`src/include/dcache_defines.svh`:
```
`ifndef DCACHE_DEFINES_SVH
`define DCACHE_DEFINES_SVH

// Processor word and cache line geometry
`define DC_XLEN       32         // Processor word width
`define DC_LINE_BITS  128        // One cache line, four words
`define DC_WORDS      4          // Words per line

// Set organization
`define DC_WAYS       4          // Ways per set
`define DC_SETS       16         // Number of sets

// Address field widths
`define DC_WAY_W      2          // Way number
`define DC_IDX_W      4          // Set index
`define DC_OFS_W      2          // Word offset inside a line

// Tag is what is left above index, offset and the two byte bits
`define DC_TAG_W      (`DC_XLEN - `DC_IDX_W - `DC_OFS_W - 2)

`endif

```
`src/source/dcache_pkg.sv`:
```
`include "dcache_defines.svh"

package dcache_pkg;

    //==========================================================================
    // Basic data types
    //==========================================================================
    typedef logic [`DC_XLEN-1:0]      word_t;   // One processor word
    typedef logic [`DC_LINE_BITS-1:0] line_t;   // One cache line, word 0 at MSB
    typedef logic [`DC_TAG_W-1:0]     tag_t;    // Tag field
    typedef logic [`DC_WAY_W-1:0]     way_t;    // Way number
    typedef logic [`DC_IDX_W-1:0]     idx_t;    // Set index

    // Processor address seen as one word or as its cache fields
    typedef union packed
    {
        word_t flat;                            // Whole byte address
        struct packed
        {
            tag_t                 tag;          // Compared against stored tags
            idx_t                 idx;          // Selects the set
            logic [`DC_OFS_W-1:0] ofs;          // Word inside the line
            logic [1:0]           bsel;         // Byte inside the word
        } f;
    } addr_u;

    //==========================================================================
    // Controller states
    //==========================================================================
    typedef enum logic [2:0]
    {
        INIT,           // Clearing valid and dirty bits, one set per cycle
        IDLE,           // Waiting for a processor strobe
        LOOKUP,         // Tag compare on the registered request
        WB_REQ,         // Dirty victim going out to memory
        WB_DONE,        // Write-back acknowledged
        FILL_REQ,       // Line read from memory
        FILL_DONE       // Fill written into the victim way
    } dc_state_e;

endpackage

```
`src/source/dcache_store_if.sv`:
```
`timescale 1ns/1ns
`include "dcache_defines.svh"

// Set storage port, driven by the controller and answered by the ways
interface dcache_store_if
    import dcache_pkg::*;
();
    // Controller side
    idx_t                index;         // Set read and written this cycle
    tag_t                wr_tag;        // Tag stored with the line
    line_t               wr_line;       // Line data to store
    logic [`DC_WAYS-1:0] data_we;       // Tag and data write, per way
    logic [`DC_WAYS-1:0] valid_we;
    logic                valid_d;
    logic [`DC_WAYS-1:0] dirty_we;
    logic                dirty_d;
    logic                init_clear;    // Zero valid and dirty of the whole set
    way_t                sel_way;       // Way read out for eviction

    // Storage side, all from the index of the previous edge
    logic                hit;
    way_t                hit_way;
    line_t               hit_line;
    line_t               sel_line;
    tag_t                sel_tag;
    logic                sel_dirty;

    modport ctrl (output index, wr_tag, wr_line, data_we, valid_we, valid_d,
                         dirty_we, dirty_d, init_clear, sel_way,
                  input  hit, hit_way, hit_line, sel_line, sel_tag, sel_dirty);

    modport store (input  index, wr_tag, wr_line, data_we, valid_we, valid_d,
                          dirty_we, dirty_d, init_clear, sel_way,
                   output hit, hit_way, hit_line, sel_line, sel_tag, sel_dirty);

endinterface

```
`src/source/dcache_ctrl.sv`:
```
`timescale 1ns/1ns
`include "dcache_defines.svh"

module dcache_ctrl
    import dcache_pkg::*;
(
    input  logic                   clk_i,
    input  logic                   rst_i,
    // Processor side
    input  logic                   p_strobe_i,
    input  logic                   p_rw_i,          // 1 for store
    input  logic [`DC_XLEN/8-1:0]  p_byte_enable_i,
    input  addr_u                  p_addr_i,
    input  word_t                  p_data_i,
    output word_t                  p_data_o,
    output logic                   p_ready_o,
    // Memory side
    output logic                   m_strobe_o,      // One-cycle request pulse
    output addr_u                  m_addr_o,        // Always line aligned
    output logic                   m_rw_o,
    input  line_t                  m_data_i,
    output line_t                  m_data_o,
    input  logic                   m_ready_i,
    // Storage and merge unit
    dcache_store_if.ctrl           st_o,
    output tag_t                   lookup_tag_o,
    output line_t                  src_line_o,
    output logic [`DC_OFS_W-1:0]   ofs_o,
    output logic [`DC_XLEN/8-1:0]  be_o,
    output word_t                  wdata_o,
    input  word_t                  rd_word_i,
    input  line_t                  merged_line_i
);

    dc_state_e             state_q, state_d;
    idx_t                  init_cnt;                // Set being cleared in INIT
    addr_u                 req_addr;                // Request held for the whole access
    logic                  req_rw;
    logic [`DC_XLEN/8-1:0] req_be;
    word_t                 req_wdata;
    line_t                 fill_q;                  // Line returned by memory
    way_t                  fifo_q [`DC_SETS];       // Next victim per set
    way_t                  victim;
    addr_u                 fill_addr, wb_addr;
    logic                  mem_req, mem_req_q;
    logic                  ready;

    assign victim = fifo_q[req_addr.f.idx];

    //==========================================================================
    // State machine
    //==========================================================================
    always_ff @(posedge clk_i)
    begin
        if (rst_i)
            state_q <= INIT;
        else
            state_q <= state_d;
    end

    always_comb
    begin
        state_d = state_q;
        case (state_q)
            INIT:      if (init_cnt == idx_t'(`DC_SETS-1)) state_d = IDLE;
            IDLE:      if (p_strobe_i) state_d = LOOKUP;
            LOOKUP:
            begin
                if (!st_o.hit)
                    state_d = st_o.sel_dirty ? WB_REQ : FILL_REQ;   // Dirty victim first
                else
                    state_d = IDLE;
            end
            WB_REQ:    if (m_ready_i) state_d = WB_DONE;
            WB_DONE:   state_d = FILL_REQ;
            FILL_REQ:  if (m_ready_i) state_d = FILL_DONE;
            FILL_DONE: state_d = IDLE;
            default:   state_d = IDLE;
        endcase
    end

    always_ff @(posedge clk_i)
    begin
        if (rst_i)
            init_cnt <= '0;
        else if (state_q == INIT)
            init_cnt <= init_cnt + 1'b1;   // Wraps back to 0 on the way out
    end

    // Request capture, payload only
    always_ff @(posedge clk_i)
    begin
        if (state_q == IDLE && p_strobe_i)
        begin
            req_addr  <= p_addr_i;
            req_rw    <= p_rw_i;
            req_be    <= p_byte_enable_i;
            req_wdata <= p_data_i;
        end
        if (state_q == FILL_REQ && m_ready_i)
            fill_q <= m_data_i;
    end

    // FIFO replacement, advance once the victim way has been refilled
    always_ff @(posedge clk_i)
    begin
        if (rst_i)
        begin
            for (int s = 0; s < `DC_SETS; s++)
                fifo_q[s] <= '0;
        end
        else if (state_q == FILL_DONE)
            fifo_q[req_addr.f.idx] <= victim + 1'b1;
    end

    //==========================================================================
    // Storage control
    //==========================================================================
    always_comb
    begin
        st_o.index      = req_addr.f.idx;
        st_o.wr_tag     = req_addr.f.tag;
        st_o.wr_line    = (state_q == FILL_DONE && !req_rw) ? fill_q : merged_line_i;
        st_o.data_we    = '0;
        st_o.valid_we   = '0;
        st_o.valid_d    = 1'b1;                // Only fills touch valid
        st_o.dirty_we   = '0;
        st_o.dirty_d    = req_rw;              // Stores set, read fills clear
        st_o.init_clear = 1'b0;
        st_o.sel_way    = victim;
        case (state_q)
            INIT:
            begin
                st_o.index      = init_cnt;
                st_o.init_clear = 1'b1;
            end
            IDLE:
                if (p_strobe_i)
                    st_o.index = p_addr_i.f.idx;   // Live index so LOOKUP sees it
            LOOKUP:
            begin
                if (st_o.hit && req_rw)
                begin
                    st_o.data_we  = `DC_WAYS'(1) << st_o.hit_way;   // Write hit
                    st_o.dirty_we = `DC_WAYS'(1) << st_o.hit_way;
                end
            end
            FILL_DONE:
            begin
                st_o.data_we  = `DC_WAYS'(1) << victim;
                st_o.valid_we = `DC_WAYS'(1) << victim;
                st_o.dirty_we = `DC_WAYS'(1) << victim;
            end
            default: ;
        endcase
    end

    assign lookup_tag_o = req_addr.f.tag;
    assign src_line_o   = (state_q == FILL_DONE) ? fill_q : st_o.hit_line;
    assign ofs_o        = req_addr.f.ofs;
    assign be_o         = req_be;
    assign wdata_o      = req_wdata;

    // Processor response
    assign ready     = (state_q == LOOKUP && st_o.hit) || (state_q == FILL_DONE);
    assign p_ready_o = ready;
    assign p_data_o  = (ready && !req_rw) ? rd_word_i : '0;

    //==========================================================================
    // Memory requests
    //==========================================================================
    always_comb
    begin
        fill_addr        = req_addr;
        fill_addr.f.ofs  = '0;                 // Line aligned
        fill_addr.f.bsel = '0;
        wb_addr          = fill_addr;
        wb_addr.f.tag    = st_o.sel_tag;       // Victim line, same set
    end

    assign mem_req = (state_q == WB_REQ || state_q == FILL_REQ) && !m_ready_i;

    always_ff @(posedge clk_i)
    begin
        if (rst_i)
        begin
            mem_req_q  <= 1'b0;
            m_strobe_o <= 1'b0;
        end
        else
        begin
            mem_req_q  <= mem_req;
            m_strobe_o <= mem_req && !mem_req_q;   // Rising edge only
        end
    end

    // Address and direction hold steady through the request
    always_ff @(posedge clk_i)
    begin
        if (rst_i)
        begin
            m_addr_o.flat <= '0;
            m_rw_o        <= 1'b0;
        end
        else if (state_q == WB_REQ)
        begin
            m_addr_o <= wb_addr;
            m_rw_o   <= 1'b1;
        end
        else if (state_q == FILL_REQ)
        begin
            m_addr_o <= fill_addr;
            m_rw_o   <= 1'b0;
        end
        else
        begin
            m_addr_o.flat <= '0;
            m_rw_o        <= 1'b0;
        end
    end

    always_ff @(posedge clk_i)
    begin
        if (state_q == WB_REQ)
            m_data_o <= st_o.sel_line;         // Victim line
    end

endmodule

```
`src/flat_wrapper.sv`:
```
// flat-port wrapper written by rule: the top's interface ports become plain ports
module dcache_ctrl_flat import dcache_pkg::*;
  (clk_i, rst_i, p_strobe_i, p_rw_i, p_byte_enable_i, p_addr_i, p_data_i, p_data_o, p_ready_o, m_strobe_o, m_addr_o, m_rw_o, m_data_i, m_data_o, m_ready_i, lookup_tag_o, src_line_o, ofs_o, be_o, wdata_o, rd_word_i, merged_line_i, st_o_index, st_o_wr_tag, st_o_wr_line, st_o_data_we, st_o_valid_we, st_o_valid_d, st_o_dirty_we, st_o_dirty_d, st_o_init_clear, st_o_sel_way, st_o_hit, st_o_hit_way, st_o_hit_line, st_o_sel_line, st_o_sel_tag, st_o_sel_dirty);
  dcache_store_if st_o_i ();
  input  logic clk_i;
  input  logic rst_i;
  input  logic p_strobe_i;
  input  logic p_rw_i;
  input  logic [`DC_XLEN/8-1:0] p_byte_enable_i;
  input  addr_u p_addr_i;
  input  word_t p_data_i;
  output word_t p_data_o;
  output logic p_ready_o;
  output logic m_strobe_o;
  output addr_u m_addr_o;
  output logic m_rw_o;
  input  line_t m_data_i;
  output line_t m_data_o;
  input  logic m_ready_i;
  output tag_t lookup_tag_o;
  output line_t src_line_o;
  output logic [`DC_OFS_W-1:0] ofs_o;
  output logic [`DC_XLEN/8-1:0] be_o;
  output word_t wdata_o;
  input  word_t rd_word_i;
  input  line_t merged_line_i;
  output wire logic [$bits(st_o_i.index)-1:0] st_o_index;
  output wire logic [$bits(st_o_i.wr_tag)-1:0] st_o_wr_tag;
  output wire logic [$bits(st_o_i.wr_line)-1:0] st_o_wr_line;
  output wire logic [$bits(st_o_i.data_we)-1:0] st_o_data_we;
  output wire logic [$bits(st_o_i.valid_we)-1:0] st_o_valid_we;
  output wire logic [$bits(st_o_i.valid_d)-1:0] st_o_valid_d;
  output wire logic [$bits(st_o_i.dirty_we)-1:0] st_o_dirty_we;
  output wire logic [$bits(st_o_i.dirty_d)-1:0] st_o_dirty_d;
  output wire logic [$bits(st_o_i.init_clear)-1:0] st_o_init_clear;
  output wire logic [$bits(st_o_i.sel_way)-1:0] st_o_sel_way;
  input wire logic [$bits(st_o_i.hit)-1:0] st_o_hit;
  input wire logic [$bits(st_o_i.hit_way)-1:0] st_o_hit_way;
  input wire logic [$bits(st_o_i.hit_line)-1:0] st_o_hit_line;
  input wire logic [$bits(st_o_i.sel_line)-1:0] st_o_sel_line;
  input wire logic [$bits(st_o_i.sel_tag)-1:0] st_o_sel_tag;
  input wire logic [$bits(st_o_i.sel_dirty)-1:0] st_o_sel_dirty;
  assign st_o_index = st_o_i.index;
  assign st_o_wr_tag = st_o_i.wr_tag;
  assign st_o_wr_line = st_o_i.wr_line;
  assign st_o_data_we = st_o_i.data_we;
  assign st_o_valid_we = st_o_i.valid_we;
  assign st_o_valid_d = st_o_i.valid_d;
  assign st_o_dirty_we = st_o_i.dirty_we;
  assign st_o_dirty_d = st_o_i.dirty_d;
  assign st_o_init_clear = st_o_i.init_clear;
  assign st_o_sel_way = st_o_i.sel_way;
  assign st_o_i.hit = st_o_hit;
  assign st_o_i.hit_way = st_o_hit_way;
  assign st_o_i.hit_line = st_o_hit_line;
  assign st_o_i.sel_line = st_o_sel_line;
  assign st_o_i.sel_tag = st_o_sel_tag;
  assign st_o_i.sel_dirty = st_o_sel_dirty;
  dcache_ctrl u_core (.clk_i(clk_i), .rst_i(rst_i), .p_strobe_i(p_strobe_i), .p_rw_i(p_rw_i), .p_byte_enable_i(p_byte_enable_i), .p_addr_i(p_addr_i), .p_data_i(p_data_i), .p_data_o(p_data_o), .p_ready_o(p_ready_o), .m_strobe_o(m_strobe_o), .m_addr_o(m_addr_o), .m_rw_o(m_rw_o), .m_data_i(m_data_i), .m_data_o(m_data_o), .m_ready_i(m_ready_i), .st_o(st_o_i), .lookup_tag_o(lookup_tag_o), .src_line_o(src_line_o), .ofs_o(ofs_o), .be_o(be_o), .wdata_o(wdata_o), .rd_word_i(rd_word_i), .merged_line_i(merged_line_i));
endmodule
```
`config.mk`:
```
export PLATFORM = sky130hd
export DESIGN_NAME = dcache_ctrl_flat
export DESIGN_NICKNAME = d
export VERILOG_FILES = /design/src/source/dcache_pkg.sv /design/src/source/dcache_store_if.sv /design/src/source/dcache_ctrl.sv /design/src/flat_wrapper.sv
export VERILOG_INCLUDE_DIRS = /design/src /design/src/include
export SDC_FILE = /design/constraint.sdc
export NUM_CORES = 1
export LEC_CHECK = 0
export BUFFER_PORTS_ARGS = -buffer_cell sky130_fd_sc_hd__buf_4
export CAP_MARGIN = 25
export CORE_AREA = 3 3 474 476
export CTS_CLUSTER_DIAMETER = 200
export DETAILED_ROUTE_END_ITERATION = 8
export DIE_AREA = 0 0 477 479
export GPL_ROUTABILITY_DRIVEN = 0
export PLACE_DENSITY = 0.3
export SYNTH_ARGS = -nofsm -noshare
export SYNTH_HDL_FRONTEND = slang
export SYNTH_SLANG_ARGS = --single-unit
```
`constraint.sdc`:
```
create_clock -name clk_i -period 32 [get_ports clk_i]
set_input_delay 6.4 -clock clk_i [delete_from_list [all_inputs] [get_ports clk_i]]
set_output_delay 6.4 -clock clk_i [all_outputs]
set_load 0.01 [all_outputs]
```
==> summary.txt <==
Clocking
  • H-tree depth: 2
  • Post-CTS setup buffer count: 0
  • Inserted Clock Buffers: 59
  • CTS Buffer Depth: 3
  • Post_cts resized: 0
  • CTS tree: yes
  • CTS root buf: clkbuf_16
  • Hold_buf cts: 0
  • Worst skew pair latency: 0.70 ns
  • Reg clk slew, reported paths: 0.05 ns
  • CTS sink count: 397

Setup path
  • CP Data Arrival Time: between 7 and 8 ns
  • Crit. End Element: primary output
  • Worst EP required: 25.60 ns
  • Critical Path Slowest Stage Cell: nor2b_2
  • Largest stage delay on the critical path: roughly 0.26 ns
  • Cell mode on critical path: buf_4
  • Worst-path cell chain: buf_4 > o211a_1 > nor2b_2 > buf_8 > and2_1 > buf_4
  • Kind of critical path: in -> out
  • Startpoint Class: input port
  • Reg2reg setup slack: 28.04 ns
  • Largest fanout on the critical path: 28

GRT
  • First-pass GRT wire length: 201,000 um
  • Initial antenna violation count: 119
  • GR Overflow Total: 0
  • Vias in the first global route: 16,100
  • Maximum number of pins on one net before global-route repair: 120
  • Total GRT Usage: ~14%

Route
  • Antenna viol nets, final: 0
  • Drt wl/cell: a little over 30 um
  • First drt pass iteration count: 5
  • Drt first-iter violations: 853
  • Routed WL: about 170,000 um
  • Residual DRC: 0
  • Vias per cell: 2.88
  • DR vias: 15,800

Status
  • Status: finished clean

Synthesis
  • Yosys top cell by area: edfxtp_1
  • Share of the synthesized area in the top cell type: 63.3%
  • Synth cell types: 50
  • Post-synth EDFFs: 355
  • Synth Register Bits: about 400
  • Syn Area/Cell: 13.2 sq um
  • Sequential fraction of the synthesis area: 68.2%
  • Cell Area, Synth: 0.0169 sq mm
  • Async set-reset flop share out of synthesis: 0%
  • Cell count after synthesis: around 1,300
  • Synth area leaders: edfxtp_1 63%, nand2_1 9.2%, mux2_2 6.3%, dfxtp_1 5.0%, buf_4 3.2%
  • Number of synthesis warnings: 0
  • Commonest register cell after synthesis: edfxtp_1

Pwr
  • Pwr/cell area: between 40 and 50 mW/mm^2
  • Peak supply drop: ~40 uV
  • Register share of total power: between 30% and 40%
  • Sw Pwr: 0.352 mW
  • Net Sw Frac: 24.8%
  • Clock share of power: 50.2%
  • Pint: between 1 and 1.5 mW
  • Leakage: 12.8 nW
  • Comb pwr share: a little under 10%
  • Tot Pwr: 1.42 mW

Timing
  • Worst setup margin: 18.01 ns
  • Max Clk Rate: about 0.071 GHz
  • Final setup violation count: 0
  • Fin crit period: 13.99 ns
  • RSZ-0062 raised after global routing: no
  • Period utilisation layout: 43.7%
  • Clk_skew: ~0.048 ns
  • Final setup TNS: 0 ns
  • Slew @ Worst Pin: 1.23 ns
  • Final hold vios: 0
  • Final Slew Violations: 0
  • Rel. slew slack: between 10% and 20%

Place
  • Placed inst area: 0.0289 sq mm
  • Port Buf Inserts: 1,195
  • DP HPWL: 143,000 um
  • Dpl ws: 17.48 ns

Floorplanning
  • Row count: 173
  • Starting density of the core: 7.61%
  • IO Pins: 1,203
  • Core Box Area: 0.221 sq mm
  • Full die area: 0.228 sq mm
  • Die width: ~480 um
  • Die Span Y: 479 um

Layout
  • Commonest non-fill, non-tap cell in the layout: buf_4
  • Area grow syn2layout: 84.3%
  • Layout cells sized above 1: 57.2%
  • Fill count: between 20,000 and 30,000
  • Most frequent cells in the layout: 1,204 x buf_4, 415 x nand2_1, 355 x edfxtp_1
  • Finished Core Util: 14.0%
  • Final Cell Area: 0.0311 sq mm
  • Fin nets: 3,076

Min path
  • Hold Crit Class: reg -> reg

Job
  • Max_cap viols: 0
## metrics by stage
stage               cells  hold WS [ns]
floorplan            1282         0.367
global placement     5339         0.404
detailed placement   5339         0.396
CTS                  5449         0.408
global route         5453         0.433
finish               5469         0.401
## flip-flops by register name, indices dropped and copies added, names as in the netlist, 3 cells and up, named ones only
name             flops
u_core.be_o          4
u_core.fifo_q       32
u_core.fill_q      128
u_core.init_cnt      4
u_core.m_addr_o     28
u_core.m_data_o    128
u_core.req_addr     30
u_core.state_q       3
u_core.wdata_o      32
## power by group through the flow
stage | Sequential, mW | Combinational [mW] | Clock [mW]
after global routing | 0.566 | 0.152 | 0.765
after global placement | 0.577 | 0.143 | 0
after floorplan | 0.577 | 0.0288 | 0
final | 0.566 | 0.140 | 0.713
after detailed placement | 0.577 | 0.143 | 0
after CTS | 0.566 | 0.143 | 0.755
## kinds of logic (layout without fill, tap and decap cells)
logic type	Yosys count	count (layout)	synth area share, %
fa+ha+maj	5	5	0.371
compound gates	54	54	2.41
mux	147	147	10.2
xor+xnor	3	3	0.156
buf+inv	131	1324	4.77
simple gates	540	540	13.8
flops	397	397	68.2
other cells	2	24	0.0446
## area by class of cell
class                      count  area, sq um  area share, %
antenna                       19         47.5          0.153
clock buffer                  73         1570           5.05
clock inverter                37          482           1.55
inverter                       7         26.3         0.0846
multi-input combinational    754         4610           14.8
sequential                   397        11500           37.0
tap                         2975         3720           12.0
timing repair buffer        1207         9090           29.3
## cells in the mapped netlist (6+ instances only)
cell type	n
buf_4	72
a21oi_1	8
a22o_1	24
dfxtp_1	42
mux2i_1	8
and2_1	46
nor3_1	15
clkbuf_1	29
o21ai_0	6
and3_1	12
buf_2	21
edfxtp_1	355
mux2_2	95
nand2_1	415
mux2_1	38
nor2_1	17
## worst max-delay path, delay by kind of cell
kind                   cells  cell delay [ns]
and+or+nand+nor            2             0.43
buffers and inverters      3             0.50
AOI/OAI and AO/OA          1             0.23
## final timing paths
path | startpoint | end | depth (start not counted)
max | st_o_hit | p_data_o[22] | 6
min | u_core.mem_req_q | u_core.m_strobe_o | 1
max reg2reg | u_core.state_q[0] | u_core.fill_q[19] | 5
min reg2reg | u_core.mem_req_q | u_core.m_strobe_o | 1
## per-layer routing
metal / GRT usage [%] / wire length [um] / up-vias / share of wire, %
met5: 0 / 195 / - / 0.12
met3: 8.86 / 24200 / 224 / 15
met4: 2.44 / 3270 / 32 / 2.0
li1: - / - / 6780 / -
met1: 16.8 / 67800 / 7701 / 41
met2: 20.7 / 70400 / 1028 / 42
Note: power is estimated with default switching activity, not from simulation.
