<file path="src/include/dcache_defines.svh">
`ifndef DCACHE_DEFINES_SVH
`define DCACHE_DEFINES_SVH

// Processor word and cache line geometry
`define DC_XLEN       32         // Processor word width
`define DC_LINE_BITS  128        // One cache line, four words
`define DC_WORDS      4          // Words per line

// Set organization
`define DC_WAYS       4          // Ways per set
`define DC_SETS       16         // Number of sets

// Address field widths
`define DC_WAY_W      2          // Way number
`define DC_IDX_W      4          // Set index
`define DC_OFS_W      2          // Word offset inside a line

// Tag is what is left above index, offset and the two byte bits
`define DC_TAG_W      (`DC_XLEN - `DC_IDX_W - `DC_OFS_W - 2)

`endif

</file>
<file path="src/source/dcache_pkg.sv">
`include "dcache_defines.svh"

package dcache_pkg;

    //==========================================================================
    // Basic data types
    //==========================================================================
    typedef logic [`DC_XLEN-1:0]      word_t;   // One processor word
    typedef logic [`DC_LINE_BITS-1:0] line_t;   // One cache line, word 0 at MSB
    typedef logic [`DC_TAG_W-1:0]     tag_t;    // Tag field
    typedef logic [`DC_WAY_W-1:0]     way_t;    // Way number
    typedef logic [`DC_IDX_W-1:0]     idx_t;    // Set index

    // Processor address seen as one word or as its cache fields
    typedef union packed
    {
        word_t flat;                            // Whole byte address
        struct packed
        {
            tag_t                 tag;          // Compared against stored tags
            idx_t                 idx;          // Selects the set
            logic [`DC_OFS_W-1:0] ofs;          // Word inside the line
            logic [1:0]           bsel;         // Byte inside the word
        } f;
    } addr_u;

    //==========================================================================
    // Controller states
    //==========================================================================
    typedef enum logic [2:0]
    {
        INIT,           // Clearing valid and dirty bits, one set per cycle
        IDLE,           // Waiting for a processor strobe
        LOOKUP,         // Tag compare on the registered request
        WB_REQ,         // Dirty victim going out to memory
        WB_DONE,        // Write-back acknowledged
        FILL_REQ,       // Line read from memory
        FILL_DONE       // Fill written into the victim way
    } dc_state_e;

endpackage

</file>
<file path="src/source/dcache_merge.sv">
`timescale 1ns/1ns
`include "dcache_defines.svh"

module dcache_merge
    import dcache_pkg::*;
(
    input  line_t                  src_line_i,     // Hit line or fill line
    input  logic [`DC_OFS_W-1:0]   ofs_i,          // Word offset of the request
    input  logic [`DC_XLEN/8-1:0]  be_i,           // Byte enables, bit 0 is [7:0]
    input  word_t                  wdata_i,        // Store data
    output word_t                  rd_word_o,      // Addressed word, unmodified
    output line_t                  merged_line_o   // Line with the store applied
);

    word_t cur_word;
    word_t new_word;

    // Word 0 sits in the top 32 bits of the line
    always_comb
    begin
        cur_word = '0;
        for (int w = 0; w < `DC_WORDS; w++)
            if (ofs_i == `DC_OFS_W'(w))
                cur_word = src_line_i[(`DC_WORDS-1-w)*`DC_XLEN +: `DC_XLEN];
    end

    assign rd_word_o = cur_word;

    // Any byte pattern, each lane taken from store data when enabled
    always_comb
    begin
        new_word = cur_word;
        for (int b = 0; b < `DC_XLEN/8; b++)
            if (be_i[b])
                new_word[8*b +: 8] = wdata_i[8*b +: 8];
    end

    //==========================================================================
    // Put the word back into its slot
    //==========================================================================
    always_comb
    begin
        merged_line_o = src_line_i;
        for (int w = 0; w < `DC_WORDS; w++)
            if (ofs_i == `DC_OFS_W'(w))
                merged_line_o[(`DC_WORDS-1-w)*`DC_XLEN +: `DC_XLEN] = new_word;
    end

endmodule

</file>
<file path="config.mk">
export PLATFORM = sky130hd
export DESIGN_NAME = dcache_merge
export DESIGN_NICKNAME = d
export VERILOG_FILES = /design/src/source/dcache_pkg.sv /design/src/source/dcache_merge.sv
export VERILOG_INCLUDE_DIRS = /design/src /design/src/include
export SDC_FILE = /design/constraint.sdc
export NUM_CORES = 1
export LEC_CHECK = 0
export BUFFER_PORTS_ARGS = -buffer_cell sky130_fd_sc_hd__buf_4
export CELL_PAD_IN_SITES_DETAIL_PLACEMENT = 1
export CELL_PAD_IN_SITES_GLOBAL_PLACEMENT = 1
export CORE_AREA = 2 2 127 129
export DETAILED_ROUTE_END_ITERATION = 10
export DIE_AREA = 0 0 129 131
export MAX_ROUTING_LAYER = met4
export PLACE_DENSITY = 0.76
export SYNTH_ARGS = -nofsm -noshare
export SYNTH_HDL_FRONTEND = slang
export SYNTH_SLANG_ARGS = --single-unit
export TNS_END_PERCENT = 50
</file>
<file path="constraint.sdc">
create_clock -name vclk -period 1.6
set_input_delay 0.24 -clock vclk [all_inputs]
set_output_delay 0.24 -clock vclk [all_outputs]
set_load 0.02 [all_outputs]
</file>
==> results of run 1 <==
## cells in the mapped netlist
master	count	area, sq um
buf_2	5	25.0
buf_4	4	30.0
buf_8	1	15.0
mux2_1	17	191
mux2_2	111	1250
mux4_2	32	721
nand3_4	4	70.1
nand3b_2	4	45.0
nand3b_4	4	80.1
nor3b_4	4	75.1
## what timing repair did
action,4_1_cts,5_1_grt
endpoints found under the setup margin,114,58
gates cloned,0,0
resized for setup,62,20
setup buffers,5,1
pin swaps,3,4
## through the flow
stage	util	setup slack, ns	power, uW	TNS (ns)	hold WS (ns)
after global placement	0.348	-0.130	1960	-2.50	0.808
after global routing	0.372	-0.0378	2210	-0.437	0.812
final	0.372	0.00969	2100	0	0.802
after detailed placement	0.348	-0.0896	1990	-2.82	0.810
after CTS	0.367	-0.0310	2090	-0.170	0.805
after floorplan	-	0.115	951	0	0.669
## path summary, 6_finish.rpt
| check | end |
|---|---|
| setup / recovery | merged_line_o[120] |
| hold / removal | merged_line_o[119] |
## logic make-up after synthesis
logic type / share of synthesized area
buf+inv: 0.0280
mux: 0.864
simple gates: 0.108
## final cells by class
class | instances | area share
Timing Repair Buffer | 363 | 0.508
Multi-Input combinational cell | 176 | 0.446
Tap cell | 216 | 0.0466
## worst max-delay path: cells and delay by family
| family | cells | cell delay, ns |
|---|---|---|
| buf+inv | 4 | 0.54 |
| simple gates | 1 | 0.24 |
| mux | 1 | 0.32 |
## power by group
group / switching [uW] / total (uW) / internal (uW) / leakage [uW]
registers: 0 / 0 / 0 / 0
clock network: 0 / 0 / 0 / 0
logic: 966 / 2100 / 1140 / 0.00281
## metal layers
metal | vias to the layer above | global-route usage | routed length (microns)
met5 | - | - | 0
met4 | 0 | 0.00959 | 69
met3 | 6 | 0.0159 | 865
met2 | 196 | 0.324 | 8140
met1 | 1638 | 0.167 | 5430
li1 | 1516 | - | -
==> results.sh, run 1 <==
export IMPL_status="finished, final reports clean"
export IMPL_cpPeakStageDelay_ns=0.32
export IMPL_row_count=46
export IMPL_antenna_found_initial=0
export IMPL_synth_nets=352
export IMPL_critPathMaxFanout=10
export IMPL_cts_hold_buffers=0
export IMPL_seq_area_sq_um=0
export IMPL_fp_dieW_microns=129
export IMPL_grt_usage=0.157
export IMPL_ant_nets=0
export IMPL_placed_area_sq_um=5430
export IMPL_max_slew_margin_rel=0.862
export IMPL_clock_buffers=0
export IMPL_overflow=0
export IMPL_die_h_microns=131
export IMPL_endpoint_kind="primary output"
export IMPL_yosys_warnings=0
export IMPL_viasPerCell=4.45
export IMPL_grt_pass1_vias=3673
export IMPL_final_setup_viol_count=0
export IMPL_worstMarginPinSlew_ns=0.207
export IMPL_min_path_type="input port to primary output"
export IMPL_crit_chain="buf_8 -> buf_12 -> nor3b_4 -> buf_6 -> mux2_4 -> buf_6"
export IMPL_io_buffers=326
export IMPL_synth_cell_area_sq_um=2500
export IMPL_hold_violations=0
export IMPL_start_util=0.160
export IMPL_drcViolationCount=0
export IMPL_ir_drop_mv=0.156
export IMPL_drive_above_1_share=0.968
export IMPL_worst_path_most_repeated_cell="buf_6"
export IMPL_drt_iter0_markers=36
export IMPL_areaGrowthSynthToFinish_pct=132
export IMPL_gp_congestion=0.836
export IMPL_finalCriticalPeriod_ns=1.59
export IMPL_postLayoutCellArea_sq_um=5810
export IMPL_n_fill_cell=1724
export IMPL_power_density_nw_per_um2=362
export IMPL_stdcell_count=755
export IMPL_yosysSeqAreaShare=0
export IMPL_power_leakage_uw=0.00281
export IMPL_fmax_mhz=629
export IMPL_report_final_slew_viol_count=0
export IMPL_path_class="input port to primary output"
export IMPL_multi_input_area_sq_um=2590
export IMPL_grt_max_degree=12
export IMPL_wl_per_cell_microns=19.2
export IMPL_startpoint="ofs_i[1]"
export IMPL_pin_count=326
export IMPL_cap_violations=0
export IMPL_antenna_cells=0
export IMPL_syn_instance_count=186
export IMPL_final_common_cell="buf_4"
export IMPL_start_kind="input port"
export IMPL_hold_depth=3
export IMPL_holdCritStartpoint="src_line_i[119]"
export IMPL_first_pass_iters=4
export IMPL_final_cell_mix="buf_4 (315), mux2_2 (79), buf_6 (42), mux4_2 (32), mux2_4 (32)"
export IMPL_arrival_ns=1.35
export IMPL_routed_wl_microns=14500
export IMPL_synth_cell_types=10
export IMPL_finalCritPeriodShare=0.994
export IMPL_seq_cell_count=0
export IMPL_fp_coreArea_sq_um=15600
export IMPL_rsz0062_at_grt="true"
export IMPL_post_dp_hpwl_microns=12600
export IMPL_nNetsFinal=707
export IMPL_critPathRequiredTime_ns=1.36
export IMPL_grt_pass1_wl_microns=20500
export IMPL_die_area_sq_um=16900
export IMPL_synth_area_per_cell_sq_um=13.5
export IMPL_dp_cells=749
export IMPL_slowest_stage="mux2_4"
export IMPL_vias=3356
No activity file was read; power rests on OpenSTA's default activity.
==> run 2, diff against run 1 <==
==> constraint.sdc (replaced) <==
create_clock -name vclk -period 1.6
set_input_delay 0.24 -clock vclk [all_inputs]
set_output_delay 0.24 -clock vclk [all_outputs]
set_load 0.05 [all_outputs]
==> run 2 against run 1 <==
The run now ends with negative setup slack left. Routed wire length is 6.4% higher. Flip-flop and latch count stayed put. Combinational power is 46% higher. Maximum frequency is 4.8% lower. Critical path depth is 1 lower. Global-route usage is 0.58 points higher. Count of clock-buffer cells in the layout stayed put. Critical path type unchanged. Largest cell class unchanged. Largest power group unchanged.
==> results.sh, run 2 (same netlist as run 1, synthesis figures left out) <==
export IMPL_row_count=46
export IMPL_utilization=0.401
export IMPL_final_setup_viol_count=38
export IMPL_fp_dieW_microns=129
export IMPL_drive_above_1_share=0.981
export IMPL_n_fill_cell=1672
export IMPL_ant_nets=0
export IMPL_finalCritPeriodShare=1.04
export IMPL_die_area_sq_um=16900
export IMPL_postLayoutCellArea_sq_um=6260
export IMPL_antenna_cells=0
export IMPL_endpoint_kind="primary output"
export IMPL_worstHoldEndpoint="merged_line_o[123]"
export IMPL_top_usage_layer="met2"
export IMPL_first_pass_iters=4
export IMPL_gr_usage_met3=0.0155
export IMPL_fmax_mhz=598
export IMPL_viasPerCell=4.44
export IMPL_min_path_type="input port to primary output"
export IMPL_placed_area_sq_um=5430
export IMPL_rsz0062_at_grt="true"
export IMPL_power_density_nw_per_um2=488
export IMPL_seq_area_sq_um=0
export IMPL_dp_cells=749
export IMPL_fp_coreArea_sq_um=15600
export IMPL_final_common_cell="buf_4"
export IMPL_areaGrowthSynthToFinish_pct=150
export IMPL_stdcell_count=755
export IMPL_routed_wl_microns=15400
export IMPL_report_final_slew_viol_count=0
export IMPL_finalCriticalPeriod_ns=1.67
export IMPL_layout_setup_ws_ns=-0.0713
export IMPL_violations="negative setup slack"
export IMPL_path_class="input port to primary output"
export IMPL_seq_cell_count=0
export IMPL_nNetsFinal=707
export IMPL_wl_per_cell_microns=20.4
export IMPL_cap_violations=0
export IMPL_grt_pass1_wl_microns=21200
export IMPL_overflow=0
export IMPL_place_ws_ns=-0.143
export IMPL_post_dp_hpwl_microns=12600
export IMPL_start_kind="input port"
export IMPL_drcViolationCount=0
export IMPL_status="finished, violations left"
export IMPL_grt_usage=0.163
export IMPL_grt_use_met2=0.336
export IMPL_hold_violations=0
export IMPL_holdCritStartpoint="src_line_i[123]"
export IMPL_pin_count=326
export IMPL_critPathRequiredTime_ns=1.36
export IMPL_hold_depth=3
export IMPL_io_buffers=326
export IMPL_ir_drop_mv=0.235
export IMPL_gp_congestion=0.837
export IMPL_cts_hold_buffers=0
export IMPL_clock_buffers=0
export IMPL_arrival_ns=1.43
export IMPL_max_slew_margin_rel=0.820
export IMPL_die_h_microns=131
export IMPL_grt_pass1_vias=3833
export IMPL_vias=3351
export IMPL_critPathMaxFanout=8
export IMPL_drt_iter0_markers=63
export IMPL_start_util=0.160
export IMPL_met1_usage=0.173
export IMPL_grt_max_degree=12
export IMPL_antenna_found_initial=0
export IMPL_power_leakage_uw=0.00302
export IMPL_final_cell_mix="buf_4 (243), buf_6 (83), mux2_2 (73), mux2_4 (45), mux4_2 (32)"
export IMPL_worstMarginPinSlew_ns=0.269
-- run 2: through the flow --
stage | power [uW] | hold slack [ns] | setup TNS (ns)
4_1_cts | 2960 | 0.842 | -1.73
2_1_floorplan | 1690 | 0.776 | 0
5_1_grt | 3170 | 0.849 | -3.83
6_report | 3060 | 0.843 | -1.20
3_3_place_gp | 2710 | 0.865 | -6.32
3_5_place_dp | 2730 | 0.872 | -7.54
-- run 2: worst max-delay path by stage --
| stage | start | end | slack [ns] | cells past startpoint |
|---|---|---|---|---|
| after floorplan | ofs_i[0] | rd_word_o[19] | 0.03 | 3 |
| after global placement | ofs_i[1] | merged_line_o[120] | -0.16 | 6 |
| after detailed placement | ofs_i[1] | merged_line_o[120] | -0.14 | 6 |
| after CTS | ofs_i[1] | merged_line_o[125] | -0.07 | 6 |
| after global routing | ofs_i[1] | merged_line_o[120] | -0.11 | 6 |
| final | ofs_i[1] | merged_line_o[69] | -0.07 | 5 |
-- run 2: layer usage --
layer	wire length, microns	part of all wire
met5	0	0
met4	100	0.0065
met3	935	0.061
met2	8720	0.57
met1	5680	0.37
-- run 2: repair_timing --
item / CTS / global route
setup endpoints to repair: 142 / 110
setup buffers: 3 / 1
pin swaps: 5 / 7
cloned: 1 / 1
gates resized for setup: 133 / 62
-- run 2: final cells by class --
class / count / area [sq um] / share of cell area
repair buffers: 363 / 3370 / 0.539
well taps: 216 / 270 / 0.0432
multi-input cells: 176 / 2620 / 0.418
-- run 2: report_power, final --
part           leakage, uW  switching [uW]  internal [uW]  total (uW)
Combinational      0.00302            1750           1310        3060
Clock                    0               0              0           0
Sequential               0               0              0           0
-- run 2: worst max-delay path, cell delays in order --
cell	delay, ns
buf_12	0.11
bufbuf_16	0.26
nand3b_4	0.25
mux2_1	0.37
buf_4	0.20
==> run 3, diff against run 2 <==
--- a/config.mk
+++ b/config.mk
@@ -6,14 +6,15 @@
 export SDC_FILE = /design/constraint.sdc
 export NUM_CORES = 1
 export LEC_CHECK = 0
+export ABC_AREA = 1
 export BUFFER_PORTS_ARGS = -buffer_cell sky130_fd_sc_hd__buf_4
 export CELL_PAD_IN_SITES_DETAIL_PLACEMENT = 1
 export CELL_PAD_IN_SITES_GLOBAL_PLACEMENT = 1
-export CORE_AREA = 2 2 127 129
+export CORE_MARGIN = 2
+export CORE_UTILIZATION = 21
 export DETAILED_ROUTE_END_ITERATION = 10
-export DIE_AREA = 0 0 129 131
 export MAX_ROUTING_LAYER = met4
-export PLACE_DENSITY = 0.76
+export PLACE_DENSITY = 0.95
 export SYNTH_ARGS = -nofsm -noshare
 export SYNTH_HDL_FRONTEND = slang
 export SYNTH_SLANG_ARGS = --single-unit
==> run 3 against run 2 <==
The run still ends with negative setup slack left. Utilization increased by 12 points. Routed wire length grew 77%. Sequential share of layout area unchanged. Non-clock buffer count is 12 higher. Critical endpoint is now merged_line_o[26]. Via count increased by 99%. Combinational power grew 37%. Cell count increased by 68%. Flip-flop and latch count did not move. Hold slack lost 0.011 ns. Die area down 1.1%. Count of clock-buffer cells in the layout stayed put.
==> results.sh, run 3 <==
export IMPL_start_kind="input port"
export IMPL_fin_total_pwr_uw=4180
export IMPL_drt_iter0_markers=284
export IMPL_final_cell_mix="nand2_1 (308), buf_4 (222), nand2_2 (140), buf_6 (67), buf_8 (66)"
export IMPL_areaGrowthSynthToFinish_pct=141
export IMPL_io_buffers=326
export IMPL_finalCriticalPeriod_ns=1.74
export IMPL_synthTopCellsByCount="nand2_1 (457), nand3_1 (85), and2_1 (32)"
export IMPL_violations="negative setup slack"
export IMPL_max_slew_margin_rel=0.693
export IMPL_gp_congestion=0.941
export IMPL_overflow=0
export IMPL_worstMarginPinSlew_ns=0.460
export IMPL_antenna_found_initial=0
export IMPL_start_util=0.216
export IMPL_critPathRequiredTime_ns=1.36
export IMPL_rsz0062_at_grt="true"
export IMPL_seq_cell_count=0
export IMPL_slowest_stage="clkbuf_16"
export IMPL_path_buf_inv=4
export IMPL_synth_cell_area_sq_um=3300
export IMPL_startpoint="ofs_i[1]"
export IMPL_fp_coreArea_sq_um=15300
export IMPL_yosys_warnings=0
export IMPL_yosysMostFrequentCell="nand2_1"
export IMPL_grt_pass1_wl_microns=37400
export IMPL_path_class="input port to primary output"
export IMPL_drcViolationCount=0
export IMPL_n_fill_cell=1942
export IMPL_row_count=45
export IMPL_critPathMaxFanout=7
export IMPL_synth_area_per_cell_sq_um=4.48
export IMPL_final_setup_viol_count=115
export IMPL_cp_top_family="simple AND/OR/NAND/NOR gates"
export IMPL_finalCritPeriodShare=1.09
export IMPL_fp_dieW_microns=129
export IMPL_seq_area_sq_um=0
export IMPL_post_dp_hpwl_microns=17900
export IMPL_clock_buffers=0
export IMPL_endpoint_kind="primary output"
export IMPL_grt_pass1_vias=7016
export IMPL_pin_count=326
export IMPL_setup_tns_final_ns=-9.15
export IMPL_arrival_ns=1.50
export IMPL_synthTopCellsByArea="nand2_1 (52%), nand3_1 (13%), and2_1 (6.1%), or2_1 (5.9%), nand2_2 (4.7%)"
export IMPL_cpPeakStageDelay_ns=0.16
export IMPL_yosysTopAreaCell="nand2_1"
export IMPL_viasPerCell=5.24
export IMPL_vias=6660
export IMPL_grt_max_degree=33
export IMPL_die_h_microns=129
export IMPL_cap_violations=0
export IMPL_wl_per_cell_microns=21.5
export IMPL_syn_instance_count=736
export IMPL_min_path_type="input port to primary output"
export IMPL_stdcell_count=1272
export IMPL_synth_nets=902
export IMPL_power_density_nw_per_um2=527
export IMPL_layout_setup_ws_ns=-0.145
export IMPL_first_pass_iters=5
export IMPL_ant_nets=0
export IMPL_dp_cells=1262
export IMPL_hold_violations=0
export IMPL_utilization=0.520
export IMPL_yosysSeqAreaShare=0
export IMPL_fmax_mhz=573
export IMPL_status="finished, violations left"
export IMPL_report_final_slew_viol_count=0
export IMPL_antenna_cells=0
export IMPL_routed_wl_microns=27400
export IMPL_drive_above_1_share=0.577
export IMPL_power_leakage_uw=0.00423
export IMPL_nNetsFinal=1229
export IMPL_crit_chain="buf_12 -> nor2_4 -> buf_12 -> clkbuf_16 -> nand2_2 -> nand3_2 -> nand3_2 -> nand2_4 -> nand2_2 -> nand2_2 -> buf_8"
export IMPL_synth_top_area_frac=0.520
export IMPL_holdCritStartpoint="src_line_i[41]"
export IMPL_die_area_sq_um=16700
export IMPL_worst_path_most_repeated_cell="nand2_2"
export IMPL_synth_cell_types=18
export IMPL_grt_usage=0.294
export IMPL_final_common_cell="nand2_1"
export IMPL_ir_drop_mv=0.252
-- run 3: routing by layer --
layer	wire [microns]	up-vias	global-route usage
met1	10100	3194	0.315
met4	1430	0	0.120
li1	-	2939	-
met5	0	-	-
met2	13800	401	0.533
met3	2120	126	0.0504
-- run 3: power by group --
group          switching, uW  internal [uW]
Clock                      0              0
Sequential                 0              0
Combinational           2640           1540
-- run 3: worst paths after layout --
check	end	depth (start not counted)
worst max-delay path	merged_line_o[26]	11
worst min-delay path	merged_line_o[41]	4
-- run 3: area by class of cell --
type	count	area, sq um	share of cell area
tap	211	264	0.0333
inverter	10	37.5	0.00473
timing repair buffer	375	3830	0.483
multi-input combinational	676	3800	0.479
-- run 3: kinds of logic (layout without fill, tap and decap cells) --
| kind of cell | after synthesis | count (layout) | synth area share |
|---|---|---|---|
| buffers and inverters | 60 | 385 | 0.0960 |
| AOI/OAI and AO/OA | 32 | 32 | 0.0486 |
| and+or+nand+nor | 644 | 644 | 0.855 |
-- run 3: repair_timing --
item,in CTS,in global routing
buffers inserted,8,0
gates resized for setup,231,177
hold buffers,0,0
endpoints found under the setup margin,130,134
pin swaps,16,70
gates cloned,3,1
-- run 3: stage by stage --
step	setup slack, ns	hold WS, ns	area (sq um)
2_1_floorplan	-0.0572	0.713	3400
3_3_place_gp	-0.142	0.842	6290
3_5_place_dp	-0.200	0.849	6290
4_1_cts	-0.0978	0.830	7310
5_1_grt	-0.228	0.844	7940
6_report	-0.145	0.832	7940
